## config.mk

```make
export PLATFORM = sky130hd
export DESIGN_NAME = response_unit
export DESIGN_NICKNAME = d
export VERILOG_FILES = /design/src/verilog/cache_pkg.sv /design/src/verilog/response_unit.sv
export VERILOG_INCLUDE_DIRS = /design/src /design/src/include
export SDC_FILE = /design/constraint.sdc
export NUM_CORES = 1
export LEC_CHECK = 0
export ABC_AREA = 1
export BUFFER_PORTS_ARGS = -buffer_cell sky130_fd_sc_hd__buf_4
export CAP_MARGIN = 20
export CORE_MARGIN = 2
export CORE_UTILIZATION = 42
export CTS_BUF_LIST = sky130_fd_sc_hd__clkbuf_8
export CTS_CLUSTER_SIZE = 12
export DETAILED_ROUTE_END_ITERATION = 10
export HOLD_SLACK_MARGIN = 0.06
export PLACE_DENSITY = 0.83
export SLEW_MARGIN = 20
export SYNTH_ARGS = -nofsm -noshare
export SYNTH_HDL_FRONTEND = slang
export SYNTH_SLANG_ARGS = --single-unit
```

## constraint.sdc

```tcl
create_clock -name clk_in -period 1.5 [get_ports clk_in]
set_clock_uncertainty 0.1 [all_clocks]
set_input_delay 0.375 -clock clk_in [delete_from_list [all_inputs] [get_ports clk_in]]
set_output_delay 0.375 -clock clk_in [all_outputs]
set_load 0.005 [all_outputs]
```

## src/include/cache_macros.svh

```systemverilog
`ifndef CACHE_MACROS_SVH
`define CACHE_MACROS_SVH

// Cache geometry.
`define CACHE_WAYS  4
`define CACHE_SETS  16
`define LINE_BYTES  16
`define ADDR_WIDTH  12

// Field widths that follow from the geometry.
`define WAY_BITS    $clog2(`CACHE_WAYS)
`define OFFSET_BITS $clog2(`LINE_BYTES)
`define INDEX_BITS  $clog2(`CACHE_SETS)
`define TAG_BITS    (`ADDR_WIDTH - `INDEX_BITS - `OFFSET_BITS)

// Cycles from a line-read strobe to the fill strobe.
`define MEM_LATENCY 3

`endif
```

## src/verilog/cache_pkg.sv

```systemverilog
`default_nettype none

`include "cache_macros.svh"

package cache_pkg;

    typedef logic [`WAY_BITS-1:0] way_idx_t;

    // Byte 0 of the line sits at offset 0.
    typedef logic [`LINE_BYTES-1:0][7:0] line_t;

    typedef struct packed {
        logic                   write;
        logic [`ADDR_WIDTH-1:0] addr;
        logic [7:0]             wdata;
    } cpu_req_t;

    typedef struct packed {
        logic [7:0] rdata;
        logic       hit;
    } cpu_resp_t;

    typedef struct packed {
        logic [`TAG_BITS-1:0]    tag;
        logic [`INDEX_BITS-1:0]  index;
        logic [`OFFSET_BITS-1:0] offset;
    } addr_fields_t;

    // A read ignores wdata and the offset bits of addr.
    typedef struct packed {
        logic                   write;
        logic [`ADDR_WIDTH-1:0] addr;
        logic [7:0]             wdata;
    } mem_req_t;

    typedef struct packed {
        logic         hit;
        way_idx_t     way;
        addr_fields_t fields;
    } lookup_t;

endpackage

`default_nettype wire

```

## src/verilog/response_unit.sv

```systemverilog
`default_nettype none

`include "cache_macros.svh"

module response_unit (
    input  logic                    clk_in,
    input  logic                    reset,
    input  logic                    done,
    input  cache_pkg::line_t        done_line,
    input  logic [`OFFSET_BITS-1:0] done_offset,
    input  logic                    done_hit,
    output logic                    resp_valid,
    output cache_pkg::cpu_resp_t    resp
);

    // One cycle copy of done.
    always_ff @(posedge clk_in) begin
        if (reset) begin
            resp_valid <= 1'b0;
        end else begin
            resp_valid <= done;
        end
    end

    // Addressed byte and hit flag, held until the next completion.
    // For a store the line already carries the new byte.
    always_ff @(posedge clk_in) begin
        if (done) begin
            resp.rdata <= done_line[done_offset];
            resp.hit   <= done_hit;
        end
    end

endmodule

`default_nettype wire

```

==> results.py, run 1 <==
metrics = {
    "run_status": {
        "outcome": "finished clean",
    },
    "place": {
        "io_buffers": 145,
        "placed_area_mm2": 0.00306,
        "place_hpwl_mm": 5.45,
        "gp_congestion": 0.857,
        "place_inst": 581,
    },
    "clock_tree": {
        "cts_made_buffers": 3,
        "cts_sinks": 10,
        "cts-root-buf": "clkbuf_8",
        "cts_resized": 0,
        "cts_tree": "built",
        "htreeDepth": 1,
        "clkSlewWorstSetupHoldPaths_ps": 50,
        "clockBufferDepth": 2,
        "post_cts.repair.setup_buffers": 0,
        "cts_hold_buf": 0,
    },
    "die": {
        "row_count": 24,
        "core-area_mm2": 0.00441,
        "dieHeight_um": 72.3,
        "die_area_mm2": 0.00522,
        "start_util_pct": 44.3,
        "io_pins": 146,
        "die_x_um": 72.3,
    },
    "yosys": {
        "yosysTopAreaCellShare_pct": 32.2,
        "syn_inst": 400,
        "syn_nets": 536,
        "synth.distinct_cells": 11,
        "synth_top_cell_by_area": "nand2_1",
        "ys_seq_elements": 10,
        "yosys-top-cells-area": "nand2_1, nand3_1, inv_1, edfxtp_1, buf_6",
        "avgSynthCellArea_um2": 4.89,
        "syn_area_mm2": 0.00196,
        "ys.warnings.count": 0,
        "synth-seq-area-share_pct": 14.8,
    },
    "drt": {
        "drc": 0,
        "vias": 2789,
        "viasPerCell": 4.77,
        "antenna_left": 0,
        "drt-pass1-iter-count": 5,
        "drt-wirelength-per-cell_um": 11.6,
        "wirelength_mm": 6.78,
        "drt-initial-drc-count": 254,
    },
    "timing": {
        "relSlewSlack_pct": 63.9,
        "finalSetupTns_ps": 0,
        "timing.fmax_mhz": 725,
        "finalHoldViolations": 0,
        "post-route-period-util_pct": 91.9,
        "hold_ws_ps": 183,
        "grt_setup_unrepaired": "no",
        "tightestPinTransition_ps": 541,
        "period_needed_ps": 1380,
        "setup_violations": 0,
        "slew_violations": 0,
    },
    "worst_setup_path": {
        "crit_family": "buffers and inverters",
        "cp_max_fo": 32,
        "critPathBufInv": 2,
        "crit_path_max_incr_delay_ps": 400,
        "arrival_ps": 1390,
        "critical_path_class": "primary input to flip-flop",
        "cp.required_ps": 1510,
        "path_cells": "buf_4, inv_2, nand3_1, nand3_1, nand3_1, nand2_1",
        "cp-start-kind": "primary input",
        "slowest_stage": "inv_2",
        "cp-end-kind": "flip-flop",
        "crit_top_cell": "nand3_1",
    },
    "finish": {
        "final_cells": 585,
        "diodes": 0,
        "final_area_mm2": 0.00311,
        "finish.utilization_pct": 70.4,
        "areaGrowthSynthToFinish_pct": 58.7,
        "drive_above_1_share_pct": 29.6,
        "final_common_cell": "nand2_1",
        "final_cell_mix": "nand2_1, buf_4, inv_1, nand3_1, edfxtp_1",
        "nets": 670,
    },
    "global_route": {
        "grt_max_degree": 33,
        "grt_pass1_wl_mm": 10.9,
        "antenna_found_initial": 0,
        "grt_use_total_pct": 25.5,
        "grt_pass1_vias": 2556,
        "grt_overflow": 0,
    },
    "power": {
        "leakagePower_nw": 2.03,
        "powerDensity_mw_per_mm2": 448,
        "max-vdd-ir-drop_mv": 0.234,
    },
    "worst_hold_path": {
        "hp-class": "primary input to flip-flop",
    },
    "flow_run": {
        "maxCapViolCount": 0,
    },
}
==> cell usage after synthesis (all sizes together) <==
library cell and count:
buf 22, clkbuf 2, dfxtp 1, edfxtp 9, inv 101, nand2 168, nand3 96, nor2 1
==> state kept, by name, indices dropped and copies added, names as in the netlist <==
| name | flops |
|---|---|
| resp | 9 |
| resp_valid | 1 |
==> cell type report <==
cell class	instances	area [µm²]
clock inverters	1	3.75
repair buffers	153	1210
fillers	402	1310
inverters	101	379
clock buffers	3	41.3
flip-flops and latches	10	290
well taps	52	65.1
multi-input cells	265	1110
==> where the power goes <==
part           switching, mW  internal, mW  total [mW]
Clock                  0.118         0.181       0.299
Sequential            0.0113         0.341       0.352
Combinational          0.329         0.412       0.740
Total                  0.459         0.933        1.39
==> path summary, 6_finish.rpt <==
| check | cells after the start | end | from |
|---|---|---|---|
| hold / removal | 2 | resp_valid | reset |
| setup / recovery | 6 | resp[1] | done_offset[1] |
==> kinds of logic (layout without fill, tap and decap cells) <==
group | count (synthesis) | after routing | synth area share [%]
buf+inv | 125 | 258 | 28.2
flops | 10 | 10 | 14.8
simple gates | 265 | 265 | 57.0
==> metal layers <==
layer	part of all wire [%]	track usage (%)	up-vias	routed length (µm)
met3	8.1	3.06	13	547
met1	41	32.2	1204	2750
met2	49	45.5	125	3350
met5	0	0	-	0
met4	2.1	6.92	0	139
li1	-	-	1447	-
==> metrics by stage <==
stage	worst slack, ps	total power, mW
6_report	121	1.39
5_1_grt	27.4	1.49
2_1_floorplan	136	0.706
3_3_place_gp	-114	1.09
4_1_cts	124	1.40
3_5_place_dp	-120	1.10
Note: power is estimated with default switching activity, not from simulation.
==> run 2: changes to the inputs <==
--- a/config.mk
+++ b/config.mk
@@ -9,13 +9,15 @@
 export ABC_AREA = 1
 export BUFFER_PORTS_ARGS = -buffer_cell sky130_fd_sc_hd__buf_4
 export CAP_MARGIN = 20
+export CELL_PAD_IN_SITES_DETAIL_PLACEMENT = 1
+export CELL_PAD_IN_SITES_GLOBAL_PLACEMENT = 1
 export CORE_MARGIN = 2
-export CORE_UTILIZATION = 42
+export CORE_UTILIZATION = 25
 export CTS_BUF_LIST = sky130_fd_sc_hd__clkbuf_8
 export CTS_CLUSTER_SIZE = 12
 export DETAILED_ROUTE_END_ITERATION = 10
 export HOLD_SLACK_MARGIN = 0.06
-export PLACE_DENSITY = 0.83
+export PLACE_DENSITY_LB_ADDON = 0.1
 export SLEW_MARGIN = 20
 export SYNTH_ARGS = -nofsm -noshare
 export SYNTH_HDL_FRONTEND = slang
==> results.py, run 2 (synthesis gave the netlist of run 1 again) <==
metrics = {
    "run_status": {
        "outcome": "finished clean",
    },
    "timing": {
        "grt_setup_unrepaired": "no",
        "finalHoldViolations": 0,
        "tightestPinTransition_ps": 352,
        "timing.final.ws_setup_ps": 79.0,
        "period_needed_ps": 1420,
        "setup_violations": 0,
        "post-route-period-util_pct": 94.7,
        "slew_violations": 0,
        "relSlewSlack_pct": 76.5,
        "timing.fmax_mhz": 704,
        "hold_ws_ps": 177,
    },
    "finish": {
        "nets": 670,
        "final_cell_mix": "nand2_1, buf_4, inv_1, nand3_1, edfxtp_1",
        "diodes": 0,
        "areaGrowthSynthToFinish_pct": 61.9,
        "regMostFlops": "resp",
        "final_cells": 635,
        "seq_area_um2": 290,
        "multiInputGateArea_mm2": 0.00111,
        "largest_reg_flops": 9,
        "fill_cells": 1113,
        "top_regs": "resp: 9 flops, resp_valid: 1 flops",
        "drive_above_1_share_pct": 29.8,
        "final_common_cell": "nand2_1",
    },
    "die": {
        "core-area_mm2": 0.00765,
        "io_pins": 146,
        "dieHeight_um": 92.5,
        "row_count": 32,
        "die_area_mm2": 0.00855,
        "start_util_pct": 25.6,
        "die_x_um": 92.5,
    },
    "clock_tree": {
        "cts_tree": "built",
        "htreeDepth": 1,
        "clockBufferDepth": 2,
        "cts-root-buf": "clkbuf_8",
        "clkSlewWorstSetupHoldPaths_ps": 60,
        "post_cts.repair.setup_buffers": 0,
        "cts_made_buffers": 3,
        "cts_sinks": 10,
    },
    "place": {
        "gp_congestion": 0.738,
        "post-place-ws_ps": -202,
        "place_inst": 631,
        "io_buffers": 145,
        "place_hpwl_mm": 6.66,
    },
    "flow_run": {
        "maxCapViolCount": 0,
    },
    "worst_setup_path": {
        "arrival_ps": 1320,
        "cp-end-kind": "flip-flop",
        "cp_max_fo": 28,
        "cp-start-kind": "primary input",
        "critical_path_class": "primary input to flip-flop",
        "cp.required_ps": 1400,
    },
    "drt": {
        "drt-initial-drc-count": 73,
        "drt-pass1-iter-count": 4,
        "wirelength_mm": 8.33,
        "vias": 2788,
        "drt-wirelength-per-cell_um": 13.1,
        "drc": 0,
        "antenna_left": 0,
        "viasPerCell": 4.39,
    },
    "global_route": {
        "grt_pass1_wl_mm": 13.2,
        "antenna_found_initial": 0,
        "grt_overflow": 0,
        "grt_use_total_pct": 19.1,
        "grt_pass1_vias": 2787,
        "grt_max_degree": 37,
    },
    "power": {
        "powerDensity_mw_per_mm2": 466,
        "leakagePower_nw": 2.03,
        "max-vdd-ir-drop_mv": 0.260,
    },
    "worst_hold_path": {
        "hold_end": "resp_valid",
        "hp-start": "reset",
        "min_path_cells": 2,
        "hp-class": "primary input to flip-flop",
    },
}
run 2: cell count changes in the layout (fill, tap and decap cells not counted):
cell | previous run | this run
buf_12 | 5 | 4
buf_4 | 148 | 149
clkbuf_8 | 3 | 4
clkinv_1 | 1 | 0
inv_2 | 2 | 1
inv_4 | 0 | 1
run 2: routing by layer:
layer	wire (µm)	GRT usage, %	vias up
li1	-	-	1447
met4	82	2.86	0
met3	578	3.34	8
met2	3910	32.6	92
met5	0	0	-
met1	3760	25.6	1241
run 2: area by class of cell:
cell class | instances | area share, %
inverters | 101 | 12.0
multi-input cells | 265 | 35.2
flip-flops and latches | 10 | 9.16
repair buffers | 153 | 37.8
clock buffers | 4 | 1.74
well taps | 102 | 4.03
run 2: timing repair:
item | in CTS | in global routing
gates resized for setup | 0 | 2
hold buffers | 0 | 0
setup endpoints to repair | 0 | 6
run 2: worst max-delay path: stages:
cell and delay [ps]:
buf_4 110, buf_4 290, nand2_1 90, nand3_1 80, nand3_1 160, nand3_1 140, nand2_1 60
run 2: where the power goes:
part / switching (mW) / leakage [nW] / internal (mW)
clock: 0.134 / 0.0288 / 0.233
combinational: 0.347 / 1.90 / 0.408
sequential: 0.0148 / 0.0962 / 0.341
total: 0.496 / 2.03 / 0.982
run 2: worst max-delay path by stage:
stage	from	endpoint	slack, ps	cells after the start
floorplan	done_offset[2]	resp[7]	140	6
global placement	done_offset[1]	resp[7]	-180	6
detailed placement	done_offset[1]	resp[7]	-200	6
CTS	done_offset[1]	resp[7]	50	6
global route	done_offset[0]	resp[5]	9	7
finish	done_offset[0]	resp[5]	80	7
run 2: stage by stage:
step | TNS, ps | total power [mW] | utilization, % | area (µm²)
global route | 0 | 1.58 | 41.4 | 3170
global placement | -1110 | 1.11 | 40.7 | 3110
floorplan | 0 | 0.706 | - | 1960
CTS | 0 | 1.48 | 41.4 | 3170
finish | 0 | 1.48 | 41.4 | 3170
detailed placement | -1300 | 1.12 | 40.7 | 3110
